[src/hw/xif_config.svh]
/* offload dispatcher configuration */

`ifndef XIF_CONFIG_SVH
`define XIF_CONFIG_SVH

////////////////////
// issue side
////////////////////

// source registers per offloaded instruction
`define XIF_RF_READ_PORTS 3

////////////////////
// memory side
////////////////////

// width of the outstanding load/store counter
`define XIF_MEM_CNT_W 4

`endif

[src/hw/xif_pkg.sv]
/* offload dispatcher types */

`include "xif_config.svh"

package xif_pkg;

  // register file address
  typedef logic [4:0] reg_addr_t;

  // offload instruction id, wraps modulo 16
  typedef logic [3:0] xif_id_t;

  // core privilege level
  typedef logic [1:0] priv_lvl_t;

  localparam priv_lvl_t PRIV_LVL_M = 2'b11;
  localparam priv_lvl_t PRIV_LVL_H = 2'b10;
  localparam priv_lvl_t PRIV_LVL_S = 2'b01;
  localparam priv_lvl_t PRIV_LVL_U = 2'b00;

  // mode sent with the issue request
  typedef logic [1:0] xif_mode_t;

  // one bit per source port
  typedef logic [`XIF_RF_READ_PORTS-1:0] rs_vec_t;

endpackage

[src/hw/xif_disp.sv]
/* offload issue dispatcher */

`timescale 1ns/1ps

`include "xif_config.svh"

module xif_disp (
  input  logic                  clk_i,
  input  logic                  rst_ni,
  // decode stage
  input  logic                  instr_valid_i,
  input  logic                  xif_insn_dec_i,
  input  logic                  branch_or_jump_i,
  input  logic                  id_ready_i,
  input  xif_pkg::rs_vec_t      regs_used_i,
  input  xif_pkg::reg_addr_t    waddr_id_i,
  input  xif_pkg::priv_lvl_t    priv_lvl_i,
  // scoreboard and forwarding results
  input  xif_pkg::rs_vec_t      rs_busy_i,
  input  xif_pkg::rs_vec_t      rs_busy_dep_i,
  input  xif_pkg::rs_vec_t      ex_fwd_i,
  input  xif_pkg::rs_vec_t      wb_fwd_i,
  input  xif_pkg::rs_vec_t      rs_hazard_i,
  // issue response
  input  logic                  issue_ready_i,
  input  logic                  issue_accept_i,
  input  logic                  issue_writeback_i,
  input  logic                  issue_loadstore_i,
  // memory, result and control
  input  logic                  mem_valid_i,
  input  logic                  ex_ready_i,
  input  logic                  mem_instr_wb_i,
  input  logic                  wb_ready_i,
  input  logic                  data_req_dec_i,
  input  logic                  result_valid_i,
  input  logic                  ctrl_illegal_clr_i,
  // issue and commit
  output logic                  issue_valid_o,
  output logic                  commit_valid_o,
  output xif_pkg::rs_vec_t      rs_valid_o,
  output xif_pkg::xif_id_t      issue_id_o,
  output xif_pkg::xif_id_t      commit_id_o,
  output xif_pkg::xif_mode_t    issue_mode_o,
  // status
  output logic                  sb_set_o,
  output logic                  mem_ready_o,
  output logic                  mem_data_req_o,
  output logic                  mem_result_valid_o,
  output logic                  stall_o,
  output logic                  illegal_insn_o
);

  xif_pkg::xif_id_t           id_q;
  logic                       offloaded_q;
  logic                       illegal_q;
  logic [`XIF_MEM_CNT_W-1:0]  mem_cnt_q;
  logic                       issue_fire;
  logic                       ls_fire;
  logic                       fwd_block;
  logic                       illegal_n;
  logic                       dep;
  logic                       outstanding_mem;
  logic                       not_ready;
  logic                       mem_pending;

  ////////////////////
  // issue and commit
  ////////////////////

  // EX result would be lost if a coprocessor result lands now
  assign fwd_block = result_valid_i & (|ex_fwd_i);

  assign issue_valid_o = xif_insn_dec_i & instr_valid_i & ~branch_or_jump_i &
                         ~offloaded_q & ~fwd_block;
  assign issue_fire    = issue_valid_o & issue_ready_i;
  assign ls_fire       = issue_fire & issue_loadstore_i;
  assign rs_valid_o    = (~rs_busy_i | ex_fwd_i | wb_fwd_i) & ~rs_hazard_i;
  assign issue_id_o    = id_q;

  assign commit_valid_o = issue_valid_o;
  assign commit_id_o    = id_q;

  // mark the destination as pending in the scoreboard
  assign sb_set_o = issue_fire & issue_writeback_i;

  always_comb begin
    case (priv_lvl_i)
      xif_pkg::PRIV_LVL_M: issue_mode_o = 2'b11;
      xif_pkg::PRIV_LVL_H: issue_mode_o = 2'b10;
      xif_pkg::PRIV_LVL_S: issue_mode_o = 2'b01;
      xif_pkg::PRIV_LVL_U: issue_mode_o = 2'b00;
      default:             issue_mode_o = 2'b11;
    endcase
  end

  ////////////////////
  // memory channel
  ////////////////////

  assign mem_ready_o        = ex_ready_i;
  assign mem_data_req_o     = mem_valid_i & ex_ready_i;
  assign mem_result_valid_o = mem_instr_wb_i & wb_ready_i;

  ////////////////////
  // stall
  ////////////////////

  // coprocessor refused the instruction
  assign illegal_n = xif_insn_dec_i & instr_valid_i & ~offloaded_q &
                     issue_ready_i & ~issue_accept_i;

  assign dep             = ~illegal_n & (|(regs_used_i & rs_busy_dep_i));
  assign outstanding_mem = data_req_dec_i & (mem_cnt_q != '0);
  assign not_ready       = issue_valid_o & ~issue_ready_i;
  assign mem_pending     = mem_data_req_o & ~issue_fire;

  assign stall_o = dep | outstanding_mem | not_ready | mem_pending | fwd_block;

  assign illegal_insn_o = illegal_q;

  ////////////////////
  // state
  ////////////////////

  always_ff @(posedge clk_i or negedge rst_ni) begin
    if (!rst_ni) begin
      id_q        <= '0;
      offloaded_q <= 1'b0;
      illegal_q   <= 1'b0;
      mem_cnt_q   <= '0;
    end else begin
      if (issue_fire) begin
        id_q <= id_q + 1'b1;
      end
      // held until decode moves on
      if (id_ready_i) begin
        offloaded_q <= 1'b0;
      end else if (issue_fire) begin
        offloaded_q <= 1'b1;
      end
      if (ctrl_illegal_clr_i) begin
        illegal_q <= 1'b0;
      end else if (illegal_n) begin
        illegal_q <= 1'b1;
      end
      // load/store issued but no memory request taken yet
      if (ls_fire && !mem_data_req_o) begin
        mem_cnt_q <= mem_cnt_q + 1'b1;
      end else if (!ls_fire && mem_data_req_o) begin
        mem_cnt_q <= mem_cnt_q - 1'b1;
      end
    end
  end

endmodule

[src/hw/xif_fwd_check.sv]
/* forwarding and hazard check */

`timescale 1ns/1ps

`include "xif_config.svh"

module xif_fwd_check (
  // sources of the instruction in decode
  input  xif_pkg::reg_addr_t [`XIF_RF_READ_PORTS-1:0] rs_addr_i,
  // core write ports
  input  xif_pkg::reg_addr_t                           waddr_ex_i,
  input  xif_pkg::reg_addr_t                           waddr_wb_i,
  input  xif_pkg::reg_addr_t                           mem_waddr_ex_i,
  input  logic                                         we_ex_i,
  input  logic                                         we_wb_i,
  input  logic                                         mem_we_ex_i,
  input  logic                                         ex_valid_i,
  // per-source results
  output xif_pkg::rs_vec_t                             ex_fwd_o,
  output xif_pkg::rs_vec_t                             wb_fwd_o,
  output xif_pkg::rs_vec_t                             rs_hazard_o
);

  logic ex_wr;
  logic wb_wr;

  // forwarding only holds while EX carries a valid instruction
  assign ex_wr = we_ex_i & ex_valid_i;
  assign wb_wr = we_wb_i & ex_valid_i;

  ////////////////////
  // per source
  ////////////////////

  always_comb begin
    for (int i = 0; i < `XIF_RF_READ_PORTS; i++) begin
      ex_fwd_o[i] = ex_wr & (rs_addr_i[i] == waddr_ex_i);
      wb_fwd_o[i] = wb_wr & (rs_addr_i[i] == waddr_wb_i);

      // load data not there yet, or WB value without a forwarding path
      rs_hazard_o[i] = (mem_we_ex_i & (rs_addr_i[i] == mem_waddr_ex_i)) |
                       (~ex_valid_i & (rs_addr_i[i] == waddr_wb_i));
    end
  end

endmodule

[src/hw/xif_offload_top.sv]
/* coprocessor offload top level */

`timescale 1ns/1ps

`include "xif_config.svh"

module xif_offload_top (
  input  logic                                         clk_i,
  input  logic                                         rst_ni,
  // decode stage
  input  logic                                         instr_valid_i,
  input  logic                                         xif_insn_dec_i,
  input  logic                                         branch_or_jump_i,
  input  logic                                         id_ready_i,
  input  xif_pkg::rs_vec_t                             regs_used_i,
  input  xif_pkg::reg_addr_t [`XIF_RF_READ_PORTS-1:0] rs_addr_i,
  input  xif_pkg::reg_addr_t                           waddr_id_i,
  input  xif_pkg::priv_lvl_t                           priv_lvl_i,
  // core write ports
  input  xif_pkg::reg_addr_t                           waddr_ex_i,
  input  xif_pkg::reg_addr_t                           waddr_wb_i,
  input  xif_pkg::reg_addr_t                           mem_waddr_ex_i,
  input  logic                                         we_ex_i,
  input  logic                                         we_wb_i,
  input  logic                                         mem_we_ex_i,
  input  logic                                         ex_valid_i,
  input  logic                                         ex_ready_i,
  input  logic                                         wb_ready_i,
  // issue channel
  output logic                                         issue_valid_o,
  input  logic                                         issue_ready_i,
  input  logic                                         issue_accept_i,
  input  logic                                         issue_writeback_i,
  input  logic                                         issue_loadstore_i,
  output xif_pkg::rs_vec_t                             rs_valid_o,
  output xif_pkg::xif_id_t                             issue_id_o,
  output xif_pkg::xif_mode_t                           issue_mode_o,
  // commit channel
  output logic                                         commit_valid_o,
  output xif_pkg::xif_id_t                             commit_id_o,
  // memory channel
  input  logic                                         mem_valid_i,
  output logic                                         mem_ready_o,
  output logic                                         mem_data_req_o,
  input  logic                                         mem_instr_wb_i,
  input  logic                                         data_req_dec_i,
  output logic                                         mem_result_valid_o,
  // result channel
  input  logic                                         result_valid_i,
  input  logic                                         result_we_i,
  input  xif_pkg::reg_addr_t                           result_rd_i,
  // status
  output xif_pkg::rs_vec_t                             ex_fwd_o,
  output xif_pkg::rs_vec_t                             wb_fwd_o,
  output logic                                         stall_o,
  output logic                                         illegal_insn_o,
  input  logic                                         ctrl_illegal_clr_i
);

  xif_pkg::rs_vec_t rs_busy;
  xif_pkg::rs_vec_t rs_busy_dep;
  xif_pkg::rs_vec_t rs_hazard;
  logic             sb_set;

  // pending coprocessor writes
  xif_scoreboard i_scoreboard (
    .clk_i          (clk_i),
    .rst_ni         (rst_ni),
    .set_i          (sb_set),
    .set_addr_i     (waddr_id_i),
    .result_valid_i (result_valid_i),
    .result_we_i    (result_we_i),
    .result_rd_i    (result_rd_i),
    .rs_addr_i      (rs_addr_i),
    .rs_busy_o      (rs_busy),
    .rs_busy_dep_o  (rs_busy_dep)
  );

  // forwarding vectors go out and into the dispatcher
  xif_fwd_check i_fwd_check (
    .rs_addr_i      (rs_addr_i),
    .waddr_ex_i     (waddr_ex_i),
    .waddr_wb_i     (waddr_wb_i),
    .mem_waddr_ex_i (mem_waddr_ex_i),
    .we_ex_i        (we_ex_i),
    .we_wb_i        (we_wb_i),
    .mem_we_ex_i    (mem_we_ex_i),
    .ex_valid_i     (ex_valid_i),
    .ex_fwd_o       (ex_fwd_o),
    .wb_fwd_o       (wb_fwd_o),
    .rs_hazard_o    (rs_hazard)
  );

  xif_disp i_disp (
    .clk_i              (clk_i),
    .rst_ni             (rst_ni),
    .instr_valid_i      (instr_valid_i),
    .xif_insn_dec_i     (xif_insn_dec_i),
    .branch_or_jump_i   (branch_or_jump_i),
    .id_ready_i         (id_ready_i),
    .regs_used_i        (regs_used_i),
    .waddr_id_i         (waddr_id_i),
    .priv_lvl_i         (priv_lvl_i),
    .rs_busy_i          (rs_busy),
    .rs_busy_dep_i      (rs_busy_dep),
    .ex_fwd_i           (ex_fwd_o),
    .wb_fwd_i           (wb_fwd_o),
    .rs_hazard_i        (rs_hazard),
    .issue_ready_i      (issue_ready_i),
    .issue_accept_i     (issue_accept_i),
    .issue_writeback_i  (issue_writeback_i),
    .issue_loadstore_i  (issue_loadstore_i),
    .mem_valid_i        (mem_valid_i),
    .ex_ready_i         (ex_ready_i),
    .mem_instr_wb_i     (mem_instr_wb_i),
    .wb_ready_i         (wb_ready_i),
    .data_req_dec_i     (data_req_dec_i),
    .result_valid_i     (result_valid_i),
    .ctrl_illegal_clr_i (ctrl_illegal_clr_i),
    .issue_valid_o      (issue_valid_o),
    .commit_valid_o     (commit_valid_o),
    .rs_valid_o         (rs_valid_o),
    .issue_id_o         (issue_id_o),
    .commit_id_o        (commit_id_o),
    .issue_mode_o       (issue_mode_o),
    .sb_set_o           (sb_set),
    .mem_ready_o        (mem_ready_o),
    .mem_data_req_o     (mem_data_req_o),
    .mem_result_valid_o (mem_result_valid_o),
    .stall_o            (stall_o),
    .illegal_insn_o     (illegal_insn_o)
  );

endmodule

[src/hw/xif_scoreboard.sv]
/* coprocessor write scoreboard */

`timescale 1ns/1ps

`include "xif_config.svh"

module xif_scoreboard (
  input  logic                                         clk_i,
  input  logic                                         rst_ni,
  // set from an accepted issue with writeback
  input  logic                                         set_i,
  input  xif_pkg::reg_addr_t                           set_addr_i,
  // clear from the result channel
  input  logic                                         result_valid_i,
  input  logic                                         result_we_i,
  input  xif_pkg::reg_addr_t                           result_rd_i,
  // lookups for the instruction in decode
  input  xif_pkg::reg_addr_t [`XIF_RF_READ_PORTS-1:0] rs_addr_i,
  output xif_pkg::rs_vec_t                             rs_busy_o,
  output xif_pkg::rs_vec_t                             rs_busy_dep_o
);

  logic [31:0] pending_q;
  logic [31:0] pending_d;
  logic        result_wr;
  logic        set_hit_by_result;

  assign result_wr = result_valid_i & result_we_i;

  // result for the same register arrives together with the issue
  assign set_hit_by_result = result_valid_i & (set_addr_i == result_rd_i) &
                             (result_rd_i != '0);

  ////////////////////
  // update
  ////////////////////

  always_comb begin
    pending_d = pending_q;
    if (set_i && !set_hit_by_result) begin
      pending_d[set_addr_i] = 1'b1;
    end
    if (result_wr) begin
      pending_d[result_rd_i] = 1'b0;
    end
  end

  always_ff @(posedge clk_i or negedge rst_ni) begin
    if (!rst_ni) begin
      pending_q <= '0;
    end else begin
      pending_q <= pending_d;
    end
  end

  ////////////////////
  // lookup
  ////////////////////

  always_comb begin
    for (int i = 0; i < `XIF_RF_READ_PORTS; i++) begin
      rs_busy_o[i]     = pending_q[rs_addr_i[i]];
      // a result in flight for this register frees it already
      rs_busy_dep_o[i] = pending_q[rs_addr_i[i]] &
                         ~(result_wr & (result_rd_i == rs_addr_i[i]));
    end
  end

endmodule

[config.mk]
export PLATFORM = sky130hd
export DESIGN_NAME = xif_offload_top
export DESIGN_NICKNAME = d
export VERILOG_FILES = /design/src/hw/xif_pkg.sv /design/src/hw/xif_disp.sv /design/src/hw/xif_fwd_check.sv /design/src/hw/xif_offload_top.sv /design/src/hw/xif_scoreboard.sv
export VERILOG_INCLUDE_DIRS = /design/src /design/src/hw
export SDC_FILE = /design/constraint.sdc
export NUM_CORES = 1
export LEC_CHECK = 0
export BUFFER_PORTS_ARGS = -buffer_cell sky130_fd_sc_hd__buf_4
export CORE_MARGIN = 5
export CORE_UTILIZATION = 55
export DETAILED_ROUTE_END_ITERATION = 7
export PLACE_DENSITY = 0.85
export SLEW_MARGIN = 20
export SYNTH_ARGS = -nofsm -noshare
export SYNTH_HDL_FRONTEND = slang
export SYNTH_HIERARCHICAL = 1
export SYNTH_SLANG_ARGS = --single-unit
[constraint.sdc]
create_clock -name clk_i -period 3.25 [get_ports clk_i]
set_input_delay 0.4875 -clock clk_i [delete_from_list [all_inputs] [get_ports clk_i]]
set_output_delay 0.4875 -clock clk_i [all_outputs]
set_load 0.005 [all_outputs]
==> Yosys cells after proc, flatten, opt, wreduce, memory -nomap -nowiden <==
Index checks and enable logic that the tools add are counted.
{ "word_totals": {"ff_bits": 42, "wordCells": 133, "inputBits": 67, "output_inout_bits": 26} }
{ "classes": {"eq_ne": 16, "n_reduce_logical": 16, "add_sub_neg": 3, "bitwise_logic": 67, "n_mux": 19, "n_lt_le_gt_ge": 7} }
{ "op_table": {"columns": ["op", "count"], "rows": [
  ["5-bit == test", 13],
  ["32-bit 2-to-1 mux", 2],
  ["1-bit bitwise AND", 40],
  ["32-bit bitwise AND", 1],
  ["32-bit inverter", 1],
  ["32-bit OR", 1],
  ["5-bit by 6-bit < comparator with 1-bit output (second input constant)", 5],
  ["1-bit binary-select mux with 5-bit select", 3],
  ["1-bit inverter", 11],
  ["1-bit demux with 5-bit select", 2],
  ["5-bit by 1-bit >= comparator with 1-bit output (second input constant)", 2],
  ["1-bit 2-to-1 mux", 9],
  ["4-bit by 1-bit adder with 4-bit output (second input constant)", 2],
  ["4-bit 2-to-1 mux", 2],
  ["2-bit case mux with 4 select lines", 1],
  ["1-bit OR", 7],
  ["3-bit bitwise AND", 2],
  ["3-bit inverter", 2],
  ["3-bit OR", 2],
  ["2-bit nonzero test", 3],
  ["3-bit OR reduction", 2],
  ["1-bit logical AND", 5],
  ["5-bit nonzero test", 1],
  ["2-bit == test (second input constant)", 2],
  ["5 further kinds", 7]
]} }

==> Depth between registers and ports, before layout <==
Gate-level depths: netlist of run 1.
{ "logic_depth": {"depth_word": 12, "mapped_depth": 13, "mapped_depth_nobuf": 13} }

==> Hierarchy <==
Netlist of run 1, hierarchy kept.
{ "modules_own_cells": {"columns": ["mod", "area_per_inst_um2", "seq_area_each_um2", "instances", "cells_per_inst"], "rows": [
  ["xif_scoreboard", 2633.8, 800.8, 1, 301],
  ["xif_disp", 695.7, 250.2, 1, 73],
  ["xif_fwd_check", 578.1, 0.0, 1, 79]
]} }

==> Least setup slack after synthesis of run 1 <==
Ideal clock, no wire load.
{ "synth_timing": {"path_kind": "in2reg", "from": "input port rs_addr_i[6] (netlist name)", "to": "register i_disp.mem_cnt_q[3]", "path_slack_ns": 0.294, "setup_time_ns": 0.136, "arrival_time_ns": 2.820, "n_path_buf": 0, "stages": 12, "required_time_ns": 3.114, "path_cell_list": "xnor2_1 > nand4_1 > nor3_1 > o31a_1 > nor3_4 > and2_1 > ha_1 > inv_1 > ha_1 > a21o_1 > a2111oi_0 > o31ai_1"} }
{ "synth_via": {"elab_chain_len": 11, "word_cells_on_any_way": 13, "cone_classes": "1 x eq/ne; 1 x mux; 6 x bitwise; 5 x reduce/logical"} }
{ "synth_lines": {"columns": ["element", "line_no", "rtl"], "rows": [
  ["from (decl)", "xif_offload_top.sv:16", "input xif_pkg::reg_addr_t [`XIF_RF_READ_PORTS-1:0] rs_addr_i,"],
  ["5-bit == test (*)", "xif_fwd_check.sv:37", "ex_fwd_o[i] = ex_wr & (rs_addr_i[i] == waddr_ex_i);"],
  ["1-bit bitwise AND (*)", "xif_fwd_check.sv:37", null],
  ["net ex_fwd_o[1]", "xif_offload_top.sv:53", "output xif_pkg::rs_vec_t ex_fwd_o,"],
  ["3-bit OR reduction (*)", "xif_disp.sv:71", "assign fwd_block = result_valid_i & (|ex_fwd_i);"],
  ["1-bit bitwise AND (*)", "xif_disp.sv:71", null],
  ["1-bit inverter (*)", "xif_disp.sv:74", "~offloaded_q & ~fwd_block;"],
  ["1-bit bitwise AND (*)", "xif_disp.sv:74", null],
  ["1-bit bitwise AND (*)", "xif_disp.sv:75", "assign issue_fire = issue_valid_o & issue_ready_i;"],
  ["1-bit bitwise AND (*)", "xif_disp.sv:76", "assign ls_fire = issue_fire & issue_loadstore_i;"],
  ["1-bit logical NOT", "xif_disp.sv:149", "end else if (!ls_fire && mem_data_req_o) begin"],
  ["1-bit logical AND", "xif_disp.sv:149", null],
  ["2-bit nonzero test (no source line)", null, null],
  ["to (signal assigned)", "xif_disp.sv:148", "mem_cnt_q <= mem_cnt_q + 1'b1;"],
  ["to (signal assigned)", "xif_disp.sv:150", "mem_cnt_q <= mem_cnt_q - 1'b1;"],
  ["to (decl)", "xif_disp.sv:56", "logic [`XIF_MEM_CNT_W-1:0] mem_cnt_q;"]
]} }
The timed path passes the listed nets; every way through them passes the cells marked *.
A chain may end at the register's enable or synchronous reset.

==> Worst setup path after layout of run 1 <==
{ "layout_timing": {"from": "input port rs_addr_i[6] (netlist name)", "to": "output port stall_o"} }
{ "layout_via": {"word_cells_on_any_way": 23, "cone_classes": "2 x eq/ne; 2 x mux; 17 x bitwise; 2 x reduce/logical"} }
{ "layout_rtl": {"columns": ["element", "line_no", "rtl"], "rows": [
  ["1-bit binary-select mux with 5-bit select", null, null],
  ["1-bit 2-to-1 mux", null, null],
  ["net rs_busy[1]", "xif_offload_top.sv:60", "xif_pkg::rs_vec_t rs_busy;"],
  ["1-bit bitwise AND", "xif_scoreboard.sv:64", "rs_busy_dep_o[i] = pending_q[rs_addr_i[i]] &"],
  ["net rs_busy_dep[1]", "xif_offload_top.sv:61", "xif_pkg::rs_vec_t rs_busy_dep;"],
  ["3-bit bitwise AND", "xif_disp.sv:112", "assign dep = ~illegal_n & (|(regs_used_i & rs_busy_dep_i));"],
  ["3-bit OR reduction", "xif_disp.sv:112", null],
  ["1-bit bitwise AND", "xif_disp.sv:112", null],
  ["1-bit OR (4 in a row)", "xif_disp.sv:117", "assign stall_o = dep | outstanding_mem | not_ready | mem_pending | fwd_block;"],
  ["to (decl)", "xif_offload_top.sv:55", "output logic stall_o,"]
]} }
The timed path passes the listed nets, and every way through them passes these cells. The select of a mux whose other input is x is not followed.

==> summary by stage, run 1 <==
Drt
The length of the first detailed-routing pass in iterations is 5. After detailed routing, the average wire length per cell comes to 20.0 um. The via count is 4064.

For this run, design rule violations remaining after detail routing come to 0. Dividing the detail-routed via count by the number of cells gives 6.37. The post-route antenna net violation count is 0.

The initial DRC count is 301. The final layout contains routed wiring with a total length of 12700 um.

Layout
In the final layout, the share of cells above drive strength 1 is 0.234. After the last flow step, the layout net total stands at 614. The combined area of the multi-input logic cells is 2670 um^2.

The sequential cells in the finished layout cover a total of 1050 um^2. The most common library cell in the layout ignoring fill and taps is sky130_fd_sc_hd__buf_4. The area growth from synthesis to final layout is 23.5%. The top cell types in the final layout, fill and taps aside, are 108 x sky130_fd_sc_hd__buf_4, 49 x sky130_fd_sc_hd__mux2i_1, 42 x sky130_fd_sc_hd__dfrtp_1, 40 x sky130_fd_sc_hd__a21oi_1, 32 x sky130_fd_sc_hd__xnor2_1.

The filler cell count is 552. The repair_antennas step left the layout with diodes totalling 0.

Yosys
After synthesis, the share of flip-flops with an asynchronous set or reset is 1.00. The netlist area before placement is 3910 um^2. The most instantiated flip-flop cell in the synthesis netlist is sky130_fd_sc_hd__dfrtp_1. The number of nets handed over by synthesis was 525.

The average instance in the mapped netlist occupies 8.63 um^2. The number of different library cells used by synthesis comes to 54. The synthesized design contains 42 register bits. The sequential share of the synthesized area is 0.269. The count of warnings emitted by yosys is 6.

The number of cells produced by synthesis is 453. Counting flops with a built-in enable in the synthesized netlist gives 0.

Power and ir drop
Of the total power, the clock network draws 0.246. In this run the power spent charging and discharging nets is 564 uW. The combinational power share is 0.366. Of the total power, registers draw 0.388. The internal power consumption is 1160 uW.

Summed over all cells, the static leakage comes to 0.00222 uW. IR analysis of the VDD net gives a maximum drop of 331 uV. The power density normalized to cell area is 357 nW/um^2. The switching share of power is 0.328.

Global route
The number of antenna violations at the first check in global routing is 0. The number of global-route vias before repair is 4035. The global routing's busiest layer is met2. The met1 routing resource usage after global routing is 0.362. The wire length of the first global-routing pass is 20100 um.

The global-route track usage on met3 is 0.0449. The total overflow reported by the global router is 0. For this run, the total global-route usage over all layers was measured as 0.290. Entering global routing, the biggest net connects 43 pins.

The fraction of met2 tracks used by global routing is 0.486.

Setup path
The kind of end point of the critical path is an output port. The data required time of the worst path is 2760 ps. For the worst setup path, the data arrival time is 2690 ps. The startpoint of the worst register-to-register path is i_disp/offloaded_q. The top fanout value on the critical path is 18. The endpoint of the most critical register-to-register path is i_disp/mem_cnt_q[3]. The startpoint type of the worst setup path is a primary input. For flop-to-flop paths, the worst setup slack is 700 ps.

Measured in cells, the most critical reg-to-reg path has a length of 9. The path type of the worst setup path is in -> out.

Placed design
During placement, the flow inserted port buffers numbering 88. The final weighted congestion in routability-driven placement is 1.07. The placed wire-length estimate after detailed placement is 9890 um.

Floorplanning
Row generation in the floorplan step produced 30 rows. The die is 94.3 um wide. The total die area is 8890 um^2. The core outline area is 6870 um^2. Measured along the y axis, the die boundary spans 94.3 um. The effective utilization at floorplan is 0.569. The number of primary I/O pins is 93.

STA
The number of max-slew violations in the final report came to 0. The slew at the pin with the worst max-slew slack is 657 ps. Setup repair after global routing left no endpoint under its margin. The setup TNS is 0 ps. Across all hold checks on the routed design, the worst slack comes to 167 ps. The worst path in the final design needs a cycle of 3170 ps, including I/O delays and setup. The maximum clock frequency is 315 MHz. The post-route fraction of the period consumed by the critical path is 0.977. The relative max-transition margin is 0.560.

The hold violation total from the final report was 0. Across the routed clock network, the largest skew measured is 6.91 ps. The total of endpoints with negative setup slack in the final report is 0.

Clock network
The maximum clock insertion buffer count is 2. The maximum level of the CTS H-tree is 2. The clock latency at the later pin of the worst-skew pair is 300 ps.

Clock-pin slew was measured on the worst setup and hold paths at 70 ps. The total clock buffers created by CTS is 5. In this run the clock root is driven by a sky130_fd_sc_hd__clkbuf_8. For this design, the sink count on the clock tree is 42. The number of cells upsized or downsized after cts is 0. The TritonCTS clock tree is done.

Min path
The path category of the worst min-delay check is in -> async.

Outcome
The flow ran to the end, and the final reports show no timing, DRC or antenna violations.

Run
Across the run, the number of max-cap violations was 0.
[worst max-delay path by stage]
| stage | from | to | slack, ps | cells past startpoint |
|---|---|---|---|---|
| global route | rs_addr_i[6] | stall_o | 10 | 11 |
| finish | rs_addr_i[6] | stall_o | 80 | 11 |
| floorplan | rs_addr_i[6] | i_disp/mem_cnt_q[3] | 290 | 12 |
| CTS | rs_addr_i[6] | stall_o | 100 | 11 |
| global placement | rs_addr_i[6] | stall_o | 40 | 11 |
| detailed placement | rs_addr_i[9] | i_disp/mem_cnt_q[3] | -80 | 13 |
[through the flow]
step | setup slack [ps] | power (uW) | cells | utilization | instance area [um^2]
2_1_floorplan | 294 | 1030 | 453 | - | 3910
3_3_place_gp | 42.1 | 1270 | 630 | 0.685 | 4710
3_5_place_dp | -77.6 | 1300 | 630 | 0.685 | 4710
4_1_cts | 100 | 1720 | 637 | 0.701 | 4820
5_1_grt | 12.6 | 1810 | 638 | 0.703 | 4830
6_report | 75.9 | 1720 | 638 | 0.703 | 4830
[per-layer routing]
layer  up-vias  wire [um]
li1       1823          -
met1      1946       4940
met2       246       6130
met3        49       1160
met4         0        507
met5         -          0
[synthesized netlist by cell type, drive strengths merged, types with 6 or more instances]
library cell  count  area, um^2
nor2b            17         106
a2bb2oi          16         140
xnor2            32         280
a22oi            10        75.1
inv              10        37.5
mux2i            49         490
dfrtp            42        1050
nor3             11        71.3
a21oi            40         200
nor2             30         113
and2              6        37.5
and3              9        56.3
nand3            11        55.1
buf              16         104
nor3b            10        75.1
nand2            31         116
xor2             28         245
clkbuf           11        41.3
nand4             9        56.3
[power by group through the flow]
stage                     sequential (uW)  clock [uW]  combinational (uW)
after floorplan                       657           0                 372
after CTS                             668         426                 626
after global placement                671           0                 602
after global routing                  680         452                 682
after detailed placement              676           0                 625
final                                 668         423                 631
[critical path, cell delays in order]
cell                       delay [ps]
sky130_fd_sc_hd__buf_4            100
sky130_fd_sc_hd__buf_4            290
sky130_fd_sc_hd__mux2i_1          230
sky130_fd_sc_hd__and3_1           180
sky130_fd_sc_hd__a21oi_1           40
sky130_fd_sc_hd__and3_1           170
sky130_fd_sc_hd__a311o_1          360
sky130_fd_sc_hd__o21a_1           120
sky130_fd_sc_hd__a222oi_1         370
sky130_fd_sc_hd__o221ai_1         160
sky130_fd_sc_hd__buf_4            160
[sequential cells by signal (all words and copies together) (netlist names)]
register,count
i_disp/mem_cnt_q,4
i_scoreboard/pending_q,32
i_disp/commit_id_o,4
i_disp/offloaded_q,1
i_disp/illegal_insn_o,1
[cells by family (layout without fill, tap and decap cells)]
| family | Yosys count | in the layout | share of synthesized area |
|---|---|---|---|
| AOI/OAI and AO/OA | 98 | 98 | 0.172 |
| xor gates and xnor gates | 60 | 60 | 0.134 |
| muxes | 51 | 51 | 0.131 |
| adders and majority gates | 5 | 5 | 0.0179 |
| buffers and inverters | 37 | 126 | 0.0468 |
| and+or+nand+nor | 160 | 160 | 0.228 |
| DFF | 42 | 42 | 0.269 |
[cell type report]
| class | instances | share of cell area |
|---|---|---|
| Clock buffer | 6 | 0.0171 |
| Clock inverter | 1 | 0.00622 |
| Inverter | 10 | 0.00778 |
| Multi-Input combinational cell | 374 | 0.554 |
| Sequential cell | 42 | 0.218 |
| Tap cell | 96 | 0.0249 |
| Timing Repair Buffer | 109 | 0.172 |
[repair_timing]
| action | in CTS | in global routing |
|---|---|---|
| setup endpoints to repair | 0 | 1 |
| hold buffers | 0 | 0 |
| setup buffers | 0 | 1 |
(Power assumes the default switching activity.)
==> run 2: changes to the inputs <==
--- a/config.mk
+++ b/config.mk
@@ -10,7 +10,7 @@
 export CORE_MARGIN = 5
 export CORE_UTILIZATION = 55
 export DETAILED_ROUTE_END_ITERATION = 7
-export PLACE_DENSITY = 0.85
+export PLACE_DENSITY = 0.82
 export SLEW_MARGIN = 20
 export SYNTH_ARGS = -nofsm -noshare
 export SYNTH_HDL_FRONTEND = slang
==> constraint.sdc (replaced) <==
create_clock -name clk_i -period 3.25 [get_ports clk_i]
set_input_delay 0.325 -clock clk_i [delete_from_list [all_inputs] [get_ports clk_i]]
set_output_delay 0.325 -clock clk_i [all_outputs]
set_load 0.005 [all_outputs]
==> summary by stage, run 2 (same netlist as run 1, synthesis figures left out) <==
STA
RSZ-0062 raised after global routing: false (unchanged). The worst clock skew on the final layout is 1.44 ps (was 6.91 ps). The slew at the pin with the worst max-slew slack is 721 ps (was 657 ps). The minimum clock period after layout was 2810 ps (was 3170 ps). The number of max-slew violations in the final report is 0 (unchanged). The maximum clock frequency is 356 MHz (was 315 MHz). The minimum setup slack in the final design is 441 ps (was 75.9 ps). The post-route fraction of the period consumed by the critical path is 0.864 (was 0.977). The total of endpoints with negative setup slack in the final report is 0 (unchanged). The relative max-transition margin came to 0.517 (was 0.560). The hold violation total from the final report is 0 (unchanged).

The setup TNS is 0 ps (unchanged).

Drt
The post-route antenna net violation count came to 0 (unchanged). The final routed DRC violation total is 0 (unchanged). The average wire per standard cell is 19.6 um (was 20.0 um). The length of the first detailed-routing pass in iterations was 5 (unchanged). The initial DRC count is 367 (was 301). The aggregate routed wire length is 12300 um (was 12700 um). The via count is 3864 (was 4064).

The routed via count divided by cell count is 6.16 (was 6.37).

Global route
The number of global-route vias before repair is 3947 (was 4035). The largest net degree at the start of global routing came to 43 (unchanged). The total overflow reported by the global router is 0 (unchanged).

The number of antenna violations at the first check in global routing is 0 (unchanged). The global router's overall resource usage is 0.276 (was 0.290). The wire length of the first global-routing pass is 19300 um (was 20100 um).

Floorplanning
The total die area was 8890 um^2 (unchanged). The height of the die is 94.3 um (unchanged). The core outline area is 6870 um^2 (unchanged). The effective utilization at floorplan was 0.569 (unchanged).

The number of primary I/O pins is 93 (unchanged). The row count is 30 (unchanged). The die width is 94.3 um (unchanged).

Setup path
The top fanout value on the critical path is 9 (was 18). The data arrival at the endpoint of the critical path is 2980 ps (was 2690 ps). The data required time of the worst path came to 3420 ps (was 2760 ps). The path type of the worst setup path is in -> reg (was in -> out). The startpoint type of the worst setup path is a primary input (unchanged). The kind of end point of the critical path is a flop (was output port).

Layout
The diode insertion count for antenna repair is 0 (unchanged). The post-route cell area was 4720 um^2 (was 4830 um^2). Highest-count cells in the layout ignoring fill and taps: 97 x sky130_fd_sc_hd__buf_4, 49 x sky130_fd_sc_hd__mux2i_1, 42 x sky130_fd_sc_hd__dfrtp_1, 40 x sky130_fd_sc_hd__a21oi_1, 32 x sky130_fd_sc_hd__xnor2_1 (was 108 x sky130_fd_sc_hd__buf_4, 49 x sky130_fd_sc_hd__mux2i_1, 42 x sky130_fd_sc_hd__dfrtp_1, 40 x sky130_fd_sc_hd__a21oi_1, 32 x sky130_fd_sc_hd__xnor2_1). The area growth from synthesis to final layout was 20.8% (was 23.5%). The final-stage net count is 602 (was 614).

The share of final-layout standard cells stronger than drive strength 1 is 0.217 (was 0.234). The largest register by flop count is i_scoreboard/pending_q (unchanged). The flip-flop count of the largest register after layout was 32 (unchanged). The end-of-flow core utilization was 0.687 (was 0.703). The most common library cell in the layout ignoring fill and taps was sky130_fd_sc_hd__buf_4 (unchanged).

Clock network
The TritonCTS clock tree was done (unchanged). The maximum level of the CTS H-tree is 2 (unchanged). The clock latency at the later pin of the worst-skew pair was 290 ps (was 300 ps). The CTS sink count was 42 (unchanged). The root buffer cell is sky130_fd_sc_hd__clkbuf_8 (unchanged). The number of cells upsized or downsized after cts is 0 (unchanged). The maximum clock insertion buffer count is 2 (unchanged).

The hold buffer count at CTS was 0 (unchanged). The total clock buffers created by CTS is 5 (unchanged). The clock-pin slew reported for the worst setup and hold paths after clock tree synthesis is 80 ps (was 70 ps). The post-CTS setup buffer count is 0 (unchanged).

Min path
The path category of the worst min-delay check is in -> async (unchanged).

Power and ir drop
The static leakage is 0.00215 uW (was 0.00222 uW). The total power after layout is 1690 uW (was 1720 uW). The power density normalized to cell area is 358 nW/um^2 (was 357 nW/um^2).

The maximum resistive drop on vdd was 329 uV (was 331 uV).

Placed design
The count of buffers inserted at the top-level ports is 88 (unchanged). The placed wire-length estimate after detailed placement is 9390 um (was 9890 um). The pre-CTS worst setup slack is 161 ps (was -77.6 ps). The final weighted congestion in routability-driven placement came to 0.943 (was 1.07). The placed instance area came to 4610 um^2 (was 4710 um^2).

Outcome
Run status: completed (unchanged).

Run
The number of max-cap violations is 0 (unchanged).
==> run 2: cell types whose count changed in the layout (fill, tap and decap cells not counted) <==
cell,change
sky130_fd_sc_hd__buf_12,-1
sky130_fd_sc_hd__buf_4,-11
sky130_fd_sc_hd__clkbuf_1,+2
sky130_fd_sc_hd__clkbuf_8,-1
sky130_fd_sc_hd__nor3_1,-1
sky130_fd_sc_hd__nor3_2,+1
==> run 2: through the flow <==
stage / cells / hold WS [ps]
2_1_floorplan: 453 / 29.4
3_3_place_gp: 619 / 335
3_5_place_dp: 619 / 342
4_1_cts: 627 / 25.6
5_1_grt: 627 / 51.4
6_report: 627 / 4.66
==> run 2: routing by layer <==
| layer | GRT usage | wire (um) |
|---|---|---|
| met1 | 0.348 | 5030 |
| met4 | 0.114 | 415 |
| met3 | 0.0401 | 1000 |
| met5 | 0 | 0 |
| met2 | 0.471 | 5840 |
==> run 2: final timing paths <==
check                                       from                         end  slack, ps  cells after the start
setup / recovery                   rs_addr_i[13]         i_disp/mem_cnt_q[3]        440                     13
hold / removal                            rst_ni  i_scoreboard/pending_q[12]          5                      1
setup reg to reg              i_disp/offloaded_q         i_disp/mem_cnt_q[3]        730                      9
hold reg to reg            i_disp/commit_id_o[3]       i_disp/commit_id_o[3]        520                      1
max in group asynchronous                 rst_ni       i_disp/commit_id_o[2]       2880                      1
min in group clk_i            ctrl_illegal_clr_i       i_disp/illegal_insn_o        170                      2
==> run 2: cell type report <==
type                       instances  area, um^2
clock buffer                       7        76.3
clock inverter                     1        30.0
fill                             572        2150
inverter                          10        37.5
multi-input combinational        374        2680
sequential                        42        1050
tap                               96         120
timing repair buffer              97         728
==> run 2: worst max-delay path, cell delays in order <==
cell                        delay (ps)
sky130_fd_sc_hd__buf_4             170
sky130_fd_sc_hd__xnor2_1           180
sky130_fd_sc_hd__nand4_1           110
sky130_fd_sc_hd__nor3_1            270
sky130_fd_sc_hd__o31a_1            280
sky130_fd_sc_hd__nor3_4             70
sky130_fd_sc_hd__and2_1            160
sky130_fd_sc_hd__ha_1              210
sky130_fd_sc_hd__inv_1             160
sky130_fd_sc_hd__ha_1              250
sky130_fd_sc_hd__a21o_1            210
sky130_fd_sc_hd__a2111oi_0         430
sky130_fd_sc_hd__o31ai_1           140
==> run 2: where the power goes <==
group / internal (uW) / leakage (uW) / switching [uW]
combinational: 317 / 0.00153 / 300
clock: 230 / 0.0000524 / 173
sequential: 587 / 0.000569 / 82.6
total: 1130 / 0.00215 / 556
